<file path="config.mk">
export PLATFORM = sky130hd
export DESIGN_NAME = row_counter
export DESIGN_NICKNAME = d
export VERILOG_FILES = /design/src/design/luma_cost_pkg.sv /design/src/design/row_counter.sv
export SDC_FILE = /design/constraint.sdc
export NUM_CORES = 1
export LEC_CHECK = 0
export ABC_AREA = 1
export BUFFER_PORTS_ARGS = -buffer_cell sky130_fd_sc_hd__clkbuf_2
export CELL_PAD_IN_SITES_DETAIL_PLACEMENT = 2
export CELL_PAD_IN_SITES_GLOBAL_PLACEMENT = 2
export CORE_AREA = 2 2 39 41
export CTS_CLUSTER_SIZE = 12
export DETAILED_ROUTE_END_ITERATION = 7
export DIE_AREA = 0 0 41 43
export GPL_ROUTABILITY_DRIVEN = 0
export PLACE_DENSITY = 0.67
export SLEW_MARGIN = 5
export SYNTH_ARGS = -nofsm -noshare
export SYNTH_HDL_FRONTEND = slang
export SYNTH_SLANG_ARGS = --single-unit
</file>
<file path="constraint.sdc">
create_clock -name clk -period 1.2 [get_ports clk]
set_input_delay 0.06 -clock clk [delete_from_list [all_inputs] [get_ports clk]]
set_output_delay 0.06 -clock clk [all_outputs]
set_load 0.005 [all_outputs]
</file>
<file path="src/design/luma_cost_pkg.sv">
// Luma cost engine shared definitions
// Widths, AXI4-Lite register map and the enums used across the design

package luma_cost_pkg;

    localparam int coef_width = 16;
    localparam int cost_width = 40;
    localparam int block_size = 16;
    localparam int addr_width = 12;
    localparam int data_width = 32;

    // Register byte offsets
    localparam logic [addr_width-1:0] reg_ctrl    = 12'h000;
    localparam logic [addr_width-1:0] reg_status  = 12'h004;
    localparam logic [addr_width-1:0] reg_cost_lo = 12'h008;
    localparam logic [addr_width-1:0] reg_cost_hi = 12'h00C;

    // Coefficient window, two coefficients per word
    localparam logic [addr_width-1:0] coef_base  = 12'h400;
    localparam int                    coef_words = 128;

    typedef enum logic {
        op_sse_all = 1'b0,
        op_sse_ac  = 1'b1
    } cost_op_e;

    typedef enum logic [1:0] {
        st_idle,
        st_run,
        st_drain,
        st_done
    } ctrl_state_e;

endpackage

</file>
<file path="src/design/row_counter.sv">
// Row index counter with a last-row flag

`timescale 1ns/1ps

module row_counter #(
    parameter int BLOCK_SIZE = luma_cost_pkg::block_size
) (
    input  logic                          clk,
    input  logic                          rst_n,
    input  logic                          clear,
    input  logic                          en,
    output logic [$clog2(BLOCK_SIZE)-1:0] row_idx,
    output logic                          row_last
);

    assign row_last = (row_idx == $clog2(BLOCK_SIZE)'(BLOCK_SIZE - 1));

    // Holds on the last row until cleared
    always_ff @(posedge clk or negedge rst_n) begin
        if (!rst_n) begin
            row_idx <= '0;
        end else if (clear) begin
            row_idx <= '0;
        end else if (en && !row_last) begin
            row_idx <= row_idx + 1'b1;
        end
    end

endmodule

</file>
# After elaboration in Yosys (flattened, before gate mapping)
# Cells that the tools add are included.
# totals
out_inout_bits,5
register_bits,4
wordCells,8
# op_classes
mux,2
n_reduce_logical,3
add_sub_neg,1
n_eq_ne,1
# ops
operator,n
4-bit 2-to-1 mux,2
"4-bit by 1-bit adder with 4-bit output, second input constant",1
"4-bit == test, second input constant",1
2-bit nonzero test,1
1-bit logical AND,1
1-bit zero test,1

# Logic depth before layout (Yosys ltp)
# depth
ltp_word,5
depth_mapped,7
mapped_depth_nobuf,7

# Least setup slack after synthesis
# No wires, ideal clock.
# synth_timing
path_kind,reg2reg
start,register row_idx[0]
end,register row_idx[0]
arrival_ps,1020
path_slack_ps,63
synth_period_minus_slack_ps,1137
stages_incl_launch_ff,8
required_ps,1083
setup_time_ps,117
path_cell_list,dfrtp_1 ha_1 nand3_1 nand2_1 inv_2 nand2_1 nand2_1 nor2_1
# synth_via
elab_chain_len,4
word_cells_on_any_way,7
cone_classes,add/sub: 1; eq/ne: 1; mux: 2; reduce/logical: 3
# synth_lines
element,line_no,source
"start, declared",row_counter.sv:12,"output logic [$clog2(BLOCK_SIZE)-1:0] row_idx,"
"start signal, assigned",row_counter.sv:25,row_idx <= row_idx + 1'b1;
branches (longest 4 deep; another with 4-bit by 1-bit adder with 4-bit output),-,
# Parallel ways; which one is timed is not known. The select of a mux whose other input is x is not followed.
# A chain may end at the register's enable or synchronous reset.

# Worst setup path after layout
# Ends and elaborated chain as after synthesis.

==> impl_metrics.ini <==
[status]
status = completed

[critical_path]
worst_ep_arrival_time_ns = 1.23
slowest_delay_ns = 0.40
cp.required_ns = 1.32
cp-start-kind = flip-flop
path_cells = ha_4, nand3_2, nand2_2, inv_2, nand2_2, nand2_1, nor2_1
worstSetupPathType = reg2reg
cp_common_cell = nand2_2
cpMaxStageDelayCell = dfrtp_1
cp-end-kind = flip-flop
cp_max_fo = 6

[layout]
fillers = 171
fin_nets = 52
multi_input_area_um2 = 133
drive_above_1_share_pct = 46.7
final_area_um2 = 370
largest_register_ffs = 4
syn2layout_area_growth_pct = 64.4
regMostFlops = row_idx
diodes = 0
reg_top3 = row_idx (4)
seq_area_um2 = 100
fin_cells = 61
final_core_util_pct = 26.8

[placed_design]
pre_cts_slack_ns = -0.0206
io_buffer_count = 8
placed_area_um2 = 308
dp_cells = 56
hpwlAfterDp_um = 550

[floorplanning]
design.portCount = 9
die-area_um2 = 1760
die_h_um = 43
die_width_um = 41
core-area_um2 = 1380
rows = 14
start_util_pct = 16.3

[power_and_ir_drop]
power_frac_seq_pct = 39.2
powerDensity_nw_per_um2 = 1020
intPower_mw = 0.282
p_sw_share_pct = 25.0
power_mw = 0.376
p_leak_nw = 0.215
irDropWorstVdd_uv = 241
clkPwrFrac_pct = 44.9
p_switching_mw = 0.0942
p_comb_share_pct = 15.9

[timing]
min_period_ns = 1.11
grt_setup_unrepaired = false
fin_crit_sh_pct = 92.8
fin_ws_ns = 0.0870
worst_pin_slew_ns = 0.198
final_max_slew_viol_count = 0
fmax_mhz = 898
finClkSkew_ns = 0.00213
setup_viol = 0
hold_ws_ns = 0.117
hold_viol = 0
setup_tns_ns = 0
max-slew-margin-rel_pct = 86.8

[global_routing]
grt_max_degree = 7
grtUsageTotal_pct = 9.88
antenna_found_initial = 0
gr-total-overflow = 0
grt_pass1_wl_mm = 1.08
first_global_vias = 259

[yosys]
yosysWarnings = 0
synth.area.mux_share_pct = 0
synth_compound_area_share_pct = 0
synth_top_family_by_area = simple AND/OR/NAND/NOR gates
synth.avg_cell_area_um2 = 7.77
netlist_area_um2 = 225
synth_xor_area_share_pct = 3.89
synth_fa_ha_area_share_pct = 5.56
ys_seq_area_share_pct = 44.4
synth-simple-area-share_pct = 39.4
yosys_register_bits = 4
synth.distinct_cells = 10
synth.net_count = 34
synth_cells = 29

[detailed_routing]
ant_nets = 0
postRouteWirelength_um = 708
drtIter0Drc = 1
via_per_inst = 4.30
dr_total_vias = 262
post_drt_wl_per_cell_um = 11.6
firstDrtPassIters = 2
drc = 0

[clock_tree]
clockBufferDepth = 2
htree_levels = 1
cts_sinks = 4
path_clk_slew_ns = 0.04
cts_made_buffers = 3
worstSkewPairLatency_ns = 0.24
cts_root_buffer = clkbuf_4
cts_tree = done

[hold_path]
worst_hold_path_type = in2reg

[run]
maxCapViolCount = 0
power groups by stage:
stage | Combinational, mW | Sequential [mW] | Clock [mW]
floorplan | 0.0189 | 0.151 | 0
detailed placement | 0.0527 | 0.146 | 0
global route | 0.0681 | 0.148 | 0.192
finish | 0.0600 | 0.147 | 0.169
global placement | 0.0511 | 0.146 | 0
CTS | 0.0561 | 0.145 | 0.182
Yosys cell counts, drive strengths merged:
cell   number  area, µm²
dfrtp       4        100
nor2        3       18.8
xor2        1       8.76
nand2      10       37.5
inv         4       15.0
nand3       4       20.0
ha          1       12.5
nand4       2       12.5
cells by family after synthesis:
kind of cell | Yosys count
flip-flops | 4
buffers and inverters | 4
adder cells (fa/ha/maj) | 1
AND/OR/NAND/NOR | 19
XOR/XNOR | 1
routing by layer:
metal | global-route usage, % | wire length [µm] | up-vias
met3 | 3.14 | 51 | 3
li1 | - | - | 124
met4 | 10.0 | 21 | 0
met1 | 9.77 | 265 | 124
met5 | 0 | 0 | -
met2 | 14.7 | 369 | 11
critical path: cells and delay by family (launching register included):
kind	cells	cell delay [ns]
DFF	1	0.40
and+or+nand+nor	5	0.28
adders and majority gates	1	0.18
buffers and inverters	1	0.13
layout by cell type, fill, tap and decap left out, drive strengths merged:
cell type    instances
buf                  4
clkbuf              11
dfrtp                4
dlygate4sd3          1
ha                   1
inv                  4
nand2               10
nand3                4
nand4                2
nor2                 3
xor2                 1
worst paths after layout:
check | end | from | cells past startpoint | slack, ns
worst min-delay path | row_idx[2] | clear | 4 | 0.12
worst min register to register | row_idx[3] | row_idx[3] | 2 | 0.62
min in group asynchronous | row_idx[2] | rst_n | 2 | 0.16
worst max register to register | row_idx[0] | row_idx[0] | 7 | 0.09
max in group asynchronous | row_idx[0] | rst_n | 2 | 0.91
worst max-delay path | row_idx[0] | row_idx[0] | 7 | 0.09
timing repair:
item,4_1_cts,5_1_grt
setup buffers,0,1
resized for setup,1,4
hold buffers,1,0
endpoints found under the hold margin,4,0
pin swaps,0,1
setup endpoints to repair,2,5
final cells by class:
cell class	count	area share, %
multi-input combinational	21	35.8
sequential	4	27.0
timing repair buffer	13	21.6
clock buffer	3	6.08
tap	16	5.41
inverter	4	4.05
No activity file was read; power rests on OpenSTA's default activity.
