--- config.mk ---
export PLATFORM = sky130hd
export DESIGN_NAME = cost_ctrl
export DESIGN_NICKNAME = d
export VERILOG_FILES = /design/src/design/luma_cost_pkg.sv /design/src/design/cost_ctrl.sv
export SDC_FILE = /design/constraint.sdc
export NUM_CORES = 1
export LEC_CHECK = 0
export ABC_CLOCK_PERIOD_IN_PS = 1600
export BUFFER_PORTS_ARGS = -buffer_cell sky130_fd_sc_hd__buf_2
export CAP_MARGIN = 20
export CORE_AREA = 2 2 39 41
export DETAILED_ROUTE_END_ITERATION = 8
export DIE_AREA = 0 0 41 43
export SLEW_MARGIN = 5
export SYNTH_ARGS = -nofsm -noshare
export SYNTH_HDL_FRONTEND = slang
export SYNTH_SLANG_ARGS = --single-unit
--- constraint.sdc ---
create_clock -name clk -period 1.6 [get_ports clk]
set_clock_uncertainty 0.1 [all_clocks]
set_input_delay 0.16 -clock clk [delete_from_list [all_inputs] [get_ports clk]]
set_output_delay 0.16 -clock clk [all_outputs]
set_load 0.05 [all_outputs]
--- src/design/luma_cost_pkg.sv ---
// Luma cost engine shared definitions
// Widths, AXI4-Lite register map and the enums used across the design

package luma_cost_pkg;

    localparam int coef_width = 16;
    localparam int cost_width = 40;
    localparam int block_size = 16;
    localparam int addr_width = 12;
    localparam int data_width = 32;

    // Register byte offsets
    localparam logic [addr_width-1:0] reg_ctrl    = 12'h000;
    localparam logic [addr_width-1:0] reg_status  = 12'h004;
    localparam logic [addr_width-1:0] reg_cost_lo = 12'h008;
    localparam logic [addr_width-1:0] reg_cost_hi = 12'h00C;

    // Coefficient window, two coefficients per word
    localparam logic [addr_width-1:0] coef_base  = 12'h400;
    localparam int                    coef_words = 128;

    typedef enum logic {
        op_sse_all = 1'b0,
        op_sse_ac  = 1'b1
    } cost_op_e;

    typedef enum logic [1:0] {
        st_idle,
        st_run,
        st_drain,
        st_done
    } ctrl_state_e;

endpackage

--- src/design/cost_ctrl.sv ---
// Cost run sequencer
// Steps through row streaming and pipeline drain, then holds done until the next start

`timescale 1ns/1ps

module cost_ctrl (
    input  logic                    clk,
    input  logic                    rst_n,
    input  logic                    cmd_start,
    input  luma_cost_pkg::cost_op_e cmd_op,
    input  logic                    row_last,
    output logic                    cnt_clear,
    output logic                    cnt_en,
    output logic                    acc_clear,
    output logic                    row_valid,
    output luma_cost_pkg::cost_op_e op,
    output logic                    busy,
    output logic                    done_flag
);

    luma_cost_pkg::ctrl_state_e state;
    luma_cost_pkg::ctrl_state_e state_nxt;
    logic [2:0]                 rv_pipe;
    logic                       start_ok;

    assign busy      = (state == luma_cost_pkg::st_run) || (state == luma_cost_pkg::st_drain);
    assign start_ok  = cmd_start && !busy;
    assign done_flag = (state == luma_cost_pkg::st_done);
    assign cnt_clear = start_ok;
    assign cnt_en    = (state == luma_cost_pkg::st_run);
    // Row data trails the row index by one buffer read
    assign row_valid = rv_pipe[0];
    // First valid row of a run zeroes the sum
    assign acc_clear = rv_pipe[0] && !rv_pipe[1];

    always_comb begin
        state_nxt = state;
        case (state)
            luma_cost_pkg::st_run:   if (row_last) state_nxt = luma_cost_pkg::st_drain;
            // Last row read, squared and summed
            luma_cost_pkg::st_drain: if (rv_pipe == 3'b100) state_nxt = luma_cost_pkg::st_done;
            default:                 if (start_ok) state_nxt = luma_cost_pkg::st_run;
        endcase
    end

    always_ff @(posedge clk or negedge rst_n) begin
        if (!rst_n) begin
            state   <= luma_cost_pkg::st_idle;
            op      <= luma_cost_pkg::op_sse_all;
            rv_pipe <= '0;
        end else begin
            state   <= state_nxt;
            rv_pipe <= {rv_pipe[1:0], cnt_en};
            if (start_ok) begin
                op <= cmd_op;
            end
        end
    end

endmodule

After elaboration in Yosys (flattened, before gate mapping)
Cells that the tools add are included.
W data, S select, Z words.
{"block": "word_totals", "ff_bits": 6, "latch_bits": 0, "ramBits": 0, "rom_bits": 0, "input_bits": 5, "output_inout_bits": 7, "wordCells": 20, "n_memories": 0}
{"block": "classes", "add_sub_neg": 0, "n_mul": 0, "div_mod_pow": 0, "n_lt_le_gt_ge": 0, "eq_ne": 6, "shifts": 0, "muxes": 4, "bitwise_logic": 0, "n_reduce_logical": 7}
{"operator": "$mux W2", "n": 3}
{"operator": "$eq A2 B2 Y1 const B", "n": 2}
{"operator": "$pmux W2 S2", "n": 1}
{"operator": "$eq A3 B3 Y1 const B", "n": 1}
{"operator": "$reduce_and A3 Y1", "n": 1}
{"operator": "$reduce_bool A3 Y1", "n": 1}
{"operator": "$eq A2 B1 Y1 const B", "n": 1}
{"operator": "$logic_and A1 B1 Y1", "n": 2}
{"operator": "$logic_not A1 Y1", "n": 2}
{"operator": "$ne A2 B1 Y1 const B", "n": 1}
{"operator": "$ne A2 B2 Y1 const B", "n": 1}
{"operator": "$logic_or A1 B1 Y1", "n": 1}

Depth between registers and ports, before layout
{"block": "logic_depth", "depth_word": 6, "mapped_depth": 5, "depth_no_buf": 5}

Worst setup path before layout
Ideal clock, no wire load.
{"block": "synth_path", "kind": "register to register", "startpoint": "reg state[0]", "endpoint": "reg op", "setup_ns": 0.125, "arrival_ns": 1.577, "t_required_ns": 1.375, "slack_ns": -0.201, "path_stages_with_launch": 5, "path_buffers": 0, "synth_period_minus_slack_ns": 1.801, "cell_sequence": "dfrtp_1 > inv_1 > ha_1 > and2_1 > mux2_2"}
{"block": "synth_between", "elab_chain_len": 4, "word_cells_on_any_way": 5, "classes_between": "eq/ne: 2; reduce/logical: 3"}
{"element": "from (decl)", "line": "cost_ctrl.sv:21", "text": "luma_cost_pkg::ctrl_state_e state;"}
{"element": "from (signal assigned)", "line": "cost_ctrl.sv:48", "text": "state <= luma_cost_pkg::st_idle;"}
{"element": "from (signal assigned)", "line": "cost_ctrl.sv:52", "text": "state <= state_nxt;"}
{"element": "$eq A2 B1 Y1 / $eq A2 B2 Y1 (equally long branches)", "line": "cost_ctrl.sv:26", "text": "assign busy = (state == luma_cost_pkg::st_run) || (state == luma_cost_pkg::st_drain);"}
{"element": "$logic_or A1 B1 Y1 (*)", "line": "cost_ctrl.sv:26"}
{"element": "$logic_not A1 Y1 (*)", "line": "cost_ctrl.sv:27", "text": "assign start_ok = cmd_start && !busy;"}
{"element": "$logic_and A1 B1 Y1 (*)", "line": "cost_ctrl.sv:27"}
{"element": "named net cnt_clear", "line": "cost_ctrl.sv:12", "text": "output logic cnt_clear,"}
{"element": "to (signal assigned)", "line": "cost_ctrl.sv:49", "text": "op <= luma_cost_pkg::op_sse_all;"}
{"element": "to (signal assigned)", "line": "cost_ctrl.sv:55", "text": "op <= cmd_op;"}
{"element": "to (decl)", "line": "cost_ctrl.sv:16", "text": "output luma_cost_pkg::cost_op_e op,"}
The timed path passes the listed nets; every way through them passes the cells marked *.
A chain may end at the register's enable or synchronous reset.

Worst setup path after layout
{"block": "layout_path", "startpoint": "reg state[1]", "endpoint": "out cnt_clear"}
{"block": "layout_between", "elab_chain_len": 4, "word_cells_on_any_way": 5, "classes_between": "eq/ne: 2; reduce/logical: 3"}
{"element": "$eq A2 B1 Y1 / $eq A2 B2 Y1 (equally long branches)", "line": "cost_ctrl.sv:26"}
{"element": "$logic_or A1 B1 Y1 (*)", "line": "cost_ctrl.sv:26"}
{"element": "$logic_not A1 Y1 (*)", "line": "cost_ctrl.sv:27"}
{"element": "$logic_and A1 B1 Y1 (*)", "line": "cost_ctrl.sv:27"}
{"element": "to (decl)", "line": "cost_ctrl.sv:12"}
Every way passes the cells marked *; elsewhere a longest branch is shown, timed or not.

==> results.sh <==
export IMPL_yosysSeqAreaShare=0.5172
export IMPL_dieHeight_um=43
export IMPL_crit_fanout=4
export IMPL_clock_sinks=6
export IMPL_worstSetupEndpointType="primary output"
export IMPL_final_nets=49
export IMPL_synthCells=22
export IMPL_cp_start_kind="flip-flop"
export IMPL_ctsHtreeMaxLevel=1
export IMPL_layout_min_cycle_time_ns=1.544
export IMPL_dieWidth_um=41
export IMPL_setup_viol=0
export IMPL_overflow=0
export IMPL_synth_cell_types=10
export IMPL_cts_max_path_buffers=2
export IMPL_io_pins=12
export IMPL_relSlewSlack=0.7969
export IMPL_status="completed"
export IMPL_timing_rr_end="state[1]"
export IMPL_whs_path_depth=2
export IMPL_drt_vias_per_instance=3.909
export IMPL_gp_congestion=0.7208
export IMPL_place_ws_ns=0.06629
export IMPL_setup_slack_ns=0.05617
export IMPL_first_iter_violations=0
export IMPL_drv_slew=0
export IMPL_synthesis_nets=31
export IMPL_dpl_cell_area_sq_um=377.9
export IMPL_ff2ff_path_depth=3
export IMPL_syn_to_final_growth_pct=53.45
export IMPL_postRouteAntennaNets=0
export IMPL_required_ns=1.34
export IMPL_io_buffers=11
export IMPL_reg2reg_slack_ns=0.06
export IMPL_grt_pass1_vias=227
export IMPL_wl_um=610
export IMPL_antenna_found_initial=0
export IMPL_rows=14
export IMPL_arrival_ns=1.28
export IMPL_avgSynthCellArea_sq_um=13.19
export IMPL_synth_top_area_share=0.5172
export IMPL_dp_hpwl_um=410.7
export IMPL_grt_pass1_wl_um=979
export IMPL_hp_class="in2reg"
export IMPL_multi_input_area_sq_um=151.4
export IMPL_rsz0062_at_grt="yes"
export IMPL_wl_per_cell_um=11.09
export IMPL_drive_gt1_frac=0.5641
export IMPL_fillers=136
export IMPL_netlist_top_cells_area="dfrtp_1 (52%), ha_1 (17%), mux2i_1 (6.9%)"
export IMPL_cts_buffers=3
export IMPL_first_pass_iters=1
export IMPL_yosys_area_top_type="dfrtp_1"
export IMPL_die_area_sq_um=1763
export IMPL_tightest_slew_ns=0.3047
export IMPL_drcViolationCount=0
export IMPL_start_util=0.2098
export IMPL_final_common_cell="buf_2"
export IMPL_path_clk_slew_ns=0.05
export IMPL_min_to="op"
export IMPL_final_area_sq_um=445.4
export IMPL_r2r_start="rv_pipe[0]"
export IMPL_vias=215
export IMPL_clockRootBuffer="clkbuf_4"
export IMPL_ys_seq_elements=6
export IMPL_setup_worst_path_class="reg2out"
export IMPL_antennaDiodeCount=0
export IMPL_drv_cap=0
export IMPL_fmax_mhz=647.7
export IMPL_hold_start="cmd_op"
export IMPL_clk_latency_ns=0.25
export IMPL_final_cell_mix="buf_2 (9), dfrtp_1 (5), clkbuf_4 (4)"
export IMPL_syn_area_sq_um=290.3
export IMPL_grt_max_degree=7
export IMPL_seqCellArea_sq_um=151.4
export IMPL_core_area_sq_um=1384
export IMPL_cts_tree="done"
export IMPL_hold_viol=0
export IMPL_synth_warnings=0
export IMPL_grt_usage=0.08889
export IMPL_post_route_period_util=0.9649
-- cells by family after synthesis --
logic type	count (synthesis)	synth area share
flops	6	0.5172
compound gates	2	0.07758
buf+inv	4	0.05171
simple gates	3	0.07331
mux	3	0.1078
fa+ha+maj	4	0.1724
-- final cells by class --
cell class | instances | share of cell area
flip-flops and latches | 6 | 0.3399
multi-input cells | 12 | 0.3399
repair buffers | 13 | 0.1826
inverters | 4 | 0.03371
well taps | 16 | 0.04494
clock buffers | 4 | 0.05899
-- state kept, by name (all words and copies together), names as in the netlist --
| register | count |
|---|---|
| rv_pipe | 3 |
| state | 2 |
| op | 1 |
-- cells in the mapped netlist --
cell type and number:
mux2i_1 2, or3b_1 1, inv_1 4, a221oi_2 1
nor2b_1 1, dfrtp_1 6, ha_1 4, mux2_2 1
and2_1 1, a211oi_1 1
-- through the flow --
step	instances	setup TNS (ns)	hold slack, ns	utilization
5_1_grt	55	-0.003682	0.04014	0.3219
3_3_place_gp	50	0	-0.1085	0.2731
2_1_floorplan	22	-0.04447	-0.2356	-
6_report	55	0	0.05002	0.3219
4_1_cts	55	0	0.04576	0.3101
3_5_place_dp	50	0	-0.1106	0.2731
-- worst max path at each step --
stage,start,endpoint,slack [ns],cells past startpoint
global placement,state[1],state[0],0.09,4
floorplan,state[0],op,-0.04,4
finish,state[1],cnt_clear,0.06,3
global route,state[1],state[0],-0.004,5
CTS,state[0],cnt_clear,0.02,4
detailed placement,rv_pipe[0],state[0],0.07,3
-- critical path, cell delays in order, from the launching register on --
cell and delay, ns:
dfrtp_1 0.42, ha_4 0.30, and2_2 0.15, buf_6 0.15
-- what timing repair did --
action	4_1_cts	5_1_grt
resized for setup	2	4
endpoints found under the hold margin	6	0
hold buffers	1	0
endpoints found under the setup margin	1	4
setup buffers	0	0
-- routing by layer --
metal / vias to the layer above / share of wire / GRT usage
li1: 105 / - / -
met1: 97 / 0.40 / 0.1016
met2: 11 / 0.48 / 0.1219
met3: 2 / 0.10 / 0.06283
met4: 0 / 0.013 / 0.04000
met5: - / 0 / 0
Power is not shown: default switching activity piles up to over one toggle a cycle in this logic, so the estimate is an artifact.
