<file path="src/design/luma_cost_pkg.sv">
// Luma cost engine shared definitions
// Widths, AXI4-Lite register map and the enums used across the design

package luma_cost_pkg;

    localparam int coef_width = 16;
    localparam int cost_width = 40;
    localparam int block_size = 16;
    localparam int addr_width = 12;
    localparam int data_width = 32;

    // Register byte offsets
    localparam logic [addr_width-1:0] reg_ctrl    = 12'h000;
    localparam logic [addr_width-1:0] reg_status  = 12'h004;
    localparam logic [addr_width-1:0] reg_cost_lo = 12'h008;
    localparam logic [addr_width-1:0] reg_cost_hi = 12'h00C;

    // Coefficient window, two coefficients per word
    localparam logic [addr_width-1:0] coef_base  = 12'h400;
    localparam int                    coef_words = 128;

    typedef enum logic {
        op_sse_all = 1'b0,
        op_sse_ac  = 1'b1
    } cost_op_e;

    typedef enum logic [1:0] {
        st_idle,
        st_run,
        st_drain,
        st_done
    } ctrl_state_e;

endpackage

</file>
<file path="src/design/axil_cost_regs.sv">
// AXI4-Lite slave for the luma cost engine
// Decodes the register map, fills the coefficient buffer and reports status and cost

`timescale 1ns/1ps

module axil_cost_regs (
    input  logic                                       clk,
    input  logic                                       rst_n,
    input  logic                                       awvalid,
    output logic                                       awready,
    input  logic [luma_cost_pkg::addr_width-1:0]       awaddr,
    input  logic                                       wvalid,
    output logic                                       wready,
    input  logic [luma_cost_pkg::data_width-1:0]       wdata,
    output logic                                       bvalid,
    input  logic                                       bready,
    output logic [1:0]                                 bresp,
    input  logic                                       arvalid,
    output logic                                       arready,
    input  logic [luma_cost_pkg::addr_width-1:0]       araddr,
    output logic                                       rvalid,
    input  logic                                       rready,
    output logic [luma_cost_pkg::data_width-1:0]       rdata,
    output logic [1:0]                                 rresp,
    output logic                                       buf_we,
    output logic [$clog2(luma_cost_pkg::coef_words)-1:0] buf_waddr,
    output logic [luma_cost_pkg::data_width-1:0]       buf_wdata,
    output logic                                       cmd_start,
    output luma_cost_pkg::cost_op_e                    cmd_op,
    input  logic                                       busy,
    input  logic                                       done_flag,
    input  logic [luma_cost_pkg::cost_width-1:0]       cost,
    input  logic                                       cost_valid
);

    localparam logic [1:0] resp_okay   = 2'b00;
    localparam logic [1:0] resp_slverr = 2'b10;
    localparam logic [luma_cost_pkg::addr_width-1:0] coef_end =
        luma_cost_pkg::coef_base + 12'(4 * luma_cost_pkg::coef_words);

    logic                                 wr_rdy;
    logic                                 wr_fire;
    logic                                 wr_ctrl;
    logic                                 wr_coef;
    logic                                 wr_err;
    logic                                 rd_rdy_q;
    logic                                 rd_fire;
    logic                                 rd_err;
    logic [luma_cost_pkg::data_width-1:0] rd_word;
    logic                                 done_q;
    logic                                 done_sticky;
    logic [luma_cost_pkg::cost_width-1:0] cost_q;

    // ----------------------------------------
    // Write decode
    // ----------------------------------------
    assign awready = wr_rdy;
    assign wready  = wr_rdy;
    assign wr_fire = awvalid && wvalid && wr_rdy;
    assign wr_ctrl = (awaddr == luma_cost_pkg::reg_ctrl);
    assign wr_coef = (awaddr >= luma_cost_pkg::coef_base) && (awaddr < coef_end);

    // Status and cost offsets take writes silently
    assign wr_err = (busy && wr_coef) || (busy && wr_ctrl && wdata[0]) ||
                    !(wr_ctrl || wr_coef || awaddr == luma_cost_pkg::reg_status ||
                      awaddr == luma_cost_pkg::reg_cost_lo ||
                      awaddr == luma_cost_pkg::reg_cost_hi);

    assign buf_we    = wr_fire && wr_coef && !busy;
    assign buf_waddr = awaddr[2 +: $clog2(luma_cost_pkg::coef_words)];
    assign buf_wdata = wdata;
    assign cmd_start = wr_fire && wr_ctrl && wdata[0] && !busy;
    assign cmd_op    = luma_cost_pkg::cost_op_e'(wdata[1]);

    // ----------------------------------------
    // Read decode
    // ----------------------------------------
    assign arready = !rvalid && arvalid && rd_rdy_q;
    assign rd_fire = arvalid && arready;

    always_comb begin
        rd_word = '0;
        rd_err  = 1'b0;
        case (araddr)
            luma_cost_pkg::reg_ctrl:    rd_word = '0;
            luma_cost_pkg::reg_status:  rd_word[1:0] = {done_sticky, busy};
            luma_cost_pkg::reg_cost_lo: rd_word = cost_q[31:0];
            luma_cost_pkg::reg_cost_hi:
                rd_word = luma_cost_pkg::data_width'(cost_q[luma_cost_pkg::cost_width-1:32]);
            // Coefficient window is write-only
            default:                    rd_err = 1'b1;
        endcase
    end

    always_ff @(posedge clk or negedge rst_n) begin
        if (!rst_n) begin
            wr_rdy   <= 1'b0;
            bvalid   <= 1'b0;
            bresp    <= resp_okay;
            rd_rdy_q <= 1'b0;
            rvalid   <= 1'b0;
            rdata    <= '0;
            rresp    <= resp_okay;
        end else begin
            // One-cycle ready, only with both address and data present
            wr_rdy <= awvalid && wvalid && !wr_rdy && !bvalid;
            if (wr_fire) begin
                bvalid <= 1'b1;
                bresp  <= wr_err ? resp_slverr : resp_okay;
            end else if (bready) begin
                bvalid <= 1'b0;
            end

            rd_rdy_q <= arvalid && !rd_rdy_q && !rvalid;
            if (rd_fire) begin
                rvalid <= 1'b1;
                rdata  <= rd_word;
                rresp  <= rd_err ? resp_slverr : resp_okay;
            end else if (rready) begin
                rvalid <= 1'b0;
            end
        end
    end

    // Sticky done and last finished cost
    always_ff @(posedge clk or negedge rst_n) begin
        if (!rst_n) begin
            done_q      <= 1'b0;
            done_sticky <= 1'b0;
            cost_q      <= '0;
        end else begin
            done_q <= done_flag;
            if (done_flag && !done_q) begin
                done_sticky <= 1'b1;
            end else if (rd_fire && araddr == luma_cost_pkg::reg_status) begin
                done_sticky <= 1'b0;
            end
            if (cost_valid) begin
                cost_q <= cost;
            end
        end
    end

endmodule

</file>
<file path="config.mk">
export PLATFORM = sky130hd
export DESIGN_NAME = axil_cost_regs
export DESIGN_NICKNAME = d
export VERILOG_FILES = /design/src/design/luma_cost_pkg.sv /design/src/design/axil_cost_regs.sv
export SDC_FILE = /design/constraint.sdc
export NUM_CORES = 1
export LEC_CHECK = 0
export ABC_AREA = 1
export CORE_ASPECT_RATIO = 0.5
export CORE_UTILIZATION = 45
export DETAILED_ROUTE_END_ITERATION = 6
export DONT_BUFFER_PORTS = 1
export HOLD_SLACK_MARGIN = 0.1
export SLEW_MARGIN = 20
export SYNTH_ARGS = -nofsm -noshare
export SYNTH_HDL_FRONTEND = slang
export SYNTH_SLANG_ARGS = --single-unit
</file>
<file path="constraint.sdc">
create_clock -name clk -period 2.3 [get_ports clk]
set_input_delay 0 -clock clk [delete_from_list [all_inputs] [get_ports clk]]
set_output_delay 0 -clock clk [all_outputs]
set_load 0.1 [all_outputs]
</file>
==> metrics.txt, run 1 <==
Area contributors post-synth=dfrtp_1 (53%), buf_4 (8.6%), nand2_1 (8.6%), o31ai_2 (6.6%), mux2_2 (4.8%); num ports=roughly 190; synth warn=0; asr flop ratio synth=1.00; status=did not finish; last stage reached=4_1_cts; Die W=131 um; pre-CTS setup slack=between 0.9 and 1 ns; H-tree depth=3; placed wire-length estimate=between 5 and 6 mm; Commonest cells post-synth=nand2_1 (86), dfrtp_1 (80), buf_4 (43), inv_1 (30), o21ai_0 (28); Seq/Total Area, Yosys=0.531; Synth Flop Type=dfrtp_1; Sink Count=80; Port-buffer cells=0; Synth cell types=27; #FFs+latches synth=80; Post-DP Area=3850 um2; cell area after synthesis=approximately 3800 um2; Post-CTS Setup Repair Bufs=0; Num CTS Buffers=9; CTS-repair resized insts=0; Synth top area share=0.531; Avg Cell Area, Syn=roughly 9.8 um2; Yosys top cell by area=dfrtp_1; initial core utilization=0.468; Root Driver=clkbuf_16; DP Cell Count=478; Post-synth EDFFs=0; gpl congestion=between 0.7 and 0.8; First Err=[ERROR RSZ-0060] Max buffer count reached.; cells after synthesis=approximately 380; Hold Buf Count CTS=102; row cnt=23; worst-case clock buffer depth=2; Die H=roughly 67 um; most common cell in the netlist=nand2_1
-- through the flow --
step                      TNS (ns)  hold WS (ns)
after detailed placement         0        -0.294
after global placement           0        -0.294
after floorplan            -0.0675        -0.296
-- cells by family after synthesis --
logic type / count (synthesis) / synth area share
AO/OA/AOI/OAI: 55 / 0.117
buffers and inverters: 91 / 0.141
flip-flops: 80 / 0.531
multiplexers: 16 / 0.0478
other: 1 / 0.000995
AND/OR/NAND/NOR: 140 / 0.163
==> run 2: changes to the inputs <==
--- a/config.mk
+++ b/config.mk
@@ -6,11 +6,10 @@
 export NUM_CORES = 1
 export LEC_CHECK = 0
 export ABC_AREA = 1
-export CORE_ASPECT_RATIO = 0.5
-export CORE_UTILIZATION = 45
+export CORE_UTILIZATION = 30
 export DETAILED_ROUTE_END_ITERATION = 6
 export DONT_BUFFER_PORTS = 1
-export HOLD_SLACK_MARGIN = 0.1
+export PLACE_DENSITY_LB_ADDON = 0.15
 export SLEW_MARGIN = 20
 export SYNTH_ARGS = -nofsm -noshare
 export SYNTH_HDL_FRONTEND = slang
==> metrics.txt, run 2 <==
Max Fclk=~580 MHz; Seq pwr share=0.471; Antenna Nets Post-Route=0; Fill cells=between 1000 and 1500; Slew HR=0.621; placed wire-length estimate=5.34 mm (-6.3%); pwr dens=672 nW/um2; Num CTS Buffers=9 (unchanged); #FFs+latches synth=80 (unchanged); H-tree depth=3 (unchanged); Critical Path AT=between 1.5 and 2 ns; slowest cell on the critical path=dfrtp_1; Yosys top cell by area=dfrtp_1; largest net degree at the start of global routing=81; vias in the first global route=2729; setup violators final=0; Static Leak=between 2 and 2.5 nW; Crit. End Element=primary output; CTS clk-pin slew, worst paths=0.05 ns; Avg Cell Area, Syn=9.84 um2 (unchanged); Hold Buf Count CTS=57 (-44%); synth warn=0 (unchanged); NetSw=between 0.0008 and 0.0009 W; Biggest register=cost_q; commonest non-fill, non-tap cells in the layout=nand2_1 (86), dfrtp_1 (79), dlygate4sd3_1 (55), buf_4 (42), inv_1 (30); setup TNS=0 ns; status=completed; die footprint=~13000 um2; largest fanout on the critical path=29; Final Net Count=approximately 540; final worst path period need=1.73 ns; Synth Flop Type=dfrtp_1; cells after synthesis=383 (unchanged); row cnt=40 (+74%); initial core utilization=0.311 (-0.157); worst vdd ir=0.460 mV; WL per Instance=13.8 um; initial antenna violation count=0; Post-synth EDFFs=0 (unchanged); Sink Count=80 (unchanged); Via density=roughly 4.3; final setup margin=between 0.5 and 0.6 ns; all-layer global routing usage=0.141; worst-margin pin slew=roughly 0.57 ns; Top Registers=cost_q x40, rdata x32; via count=about 2600; overall power=approximately 0.0032 W; core box area=about 12000 um2; grt ovf=0; Worst EP required=2.30 ns; Port-buffer cells=0 (unchanged); worst-case clock buffer depth=2 (unchanged); max reg flops=40; Post-Route WL=between 8 and 9 mm; Slew Limit Fails=0; Post-DP Area=3920 um2 (+1.7%); CP Class=reg -> out; asr flop ratio synth=1.00 (unchanged); Die W=114 um (-13%); Worst setup SP type=register; Remaining DRCs=0; pre-CTS setup slack=0.799 ns (-0.175 ns); worst skew pair latency=0.34 ns; Die H=114 um (+71%); Final Util=0.395; most common cell after layout, fill and taps aside=nand2_1; fin area=4780 um2; Max Cap Violations=0; layout cell share with drive strength beyond 1=0.236; Synth top area share=0.531 (unchanged); Post-CTS Setup Repair Bufs=0 (unchanged); Area contributors post-synth=dfrtp_1 (53%), buf_4 (8.6%), nand2_1 (8.6%), o31ai_2 (6.6%), mux2_2 (4.8%); flop-to-flop setup slack=about 0.8 ns; CP peak stage delay=0.38 ns; worst hold path type=in -> out; Top delay family on crit path=buffers and inverters; Seq/Total Area, Yosys=0.531 (unchanged); most common cell in the netlist=nand2_1; final hold violation count=0; Synth cell types=27 (unchanged); worst clock skew=0.00386 ns; cell area after synthesis=3770 um2 (unchanged); Worst Path Buf+Inv=4; Final period util=0.752; num ports=189 (unchanged); Gate power share=0.126; Int Power=roughly 0.0024 W; RSZ-0062 raised after global routing=false; Commonest cells post-synth=nand2_1 (86), dfrtp_1 (80), buf_4 (43), inv_1 (30), o21ai_0 (28); first-pass GRT wire length=about 14 mm; sw frac=0.255; Root Driver=clkbuf_16; iteration count of the initial detailed-routing pass=4; Worst path most repeated cell=buf_4; CTS tree=done; initial drt markers=roughly 110; P&R area growth vs syn=26.9%; CTS-repair resized insts=0 (unchanged); clock power share=0.404; crit-path cells=inv_1 > nand3_2 > buf_4 > inv_2 > buf_4; gpl congestion=0.738 (-5.2%); # diodes=0
==> run 2: cell counts after synthesis <==
No cell type changed its count.
==> run 2: cell families (layout without fill, tap and decap cells) <==
logic type      after synthesis  after routing  synth area share
flops                        80             80             0.531
simple gates                140            140             0.163
buf+inv                      91            147             0.141
compound gates               55             55             0.117
mux                          16             16            0.0478
other cells                   1              2          0.000995
==> run 2: cell type report <==
cell class | instances | area [um2] | share of cell area
timing repair buffer | 99 | 921 | 0.192
clock buffer | 16 | 262 | 0.0547
inverter | 32 | 120 | 0.0251
sequential | 80 | 2000 | 0.419
tap | 168 | 210 | 0.0439
multi-input combinational | 213 | 1270 | 0.265
==> run 2: stage by stage <==
step / std cells / hold WS (ns)
global route: 608 / 0.000143
CTS: 608 / 0.000681
detailed placement: 535 / -0.292
floorplan: 384 / -0.296
finish: 608 / 0.0000439
global placement: 535 / -0.292
==> run 2: per-layer routing <==
metal | GRT usage | wire length [um] | vias up
li1 | - | - | 1301
met4 | 0.0649 | 149 | 0
met3 | 0.0572 | 671 | 15
met1 | 0.173 | 3680 | 1209
met5 | 0 | 0 | -
met2 | 0.219 | 3900 | 81
==> run 2: final timing paths <==
kind / startpoint / to / depth (start not counted)
worst min-delay path: wdata[3] / buf_wdata[3] / 0
max in group asynchronous: rst_n / rdata[17] / 2
worst max-delay path: rvalid / arready / 5
worst min register to register: done_q / done_sticky / 1
min in group asynchronous: rst_n / rdata[1] / 2
worst max register to register: rvalid / rdata[1] / 8
==> run 2: power groups by stage <==
stage               clock network, W  registers [W]  logic [W]
floorplan                          0        0.00158   0.000519
CTS                          0.00136        0.00151   0.000412
finish                       0.00130        0.00151   0.000404
detailed placement                 0        0.00154   0.000271
global placement                   0        0.00154   0.000267
global route                 0.00141        0.00152   0.000445
==> run 2: worst register-to-register path: stages, from the launching register on <==
cell and delay, ns:
dfrtp_1 0.38, inv_1 0.11, nand3_2 0.11, buf_4 0.27, inv_2 0.20, nand3_1 0.12
nor2_1 0.14, nand2_1 0.07, nand2_1 0.05
Note: power is estimated with default switching activity, not from simulation.
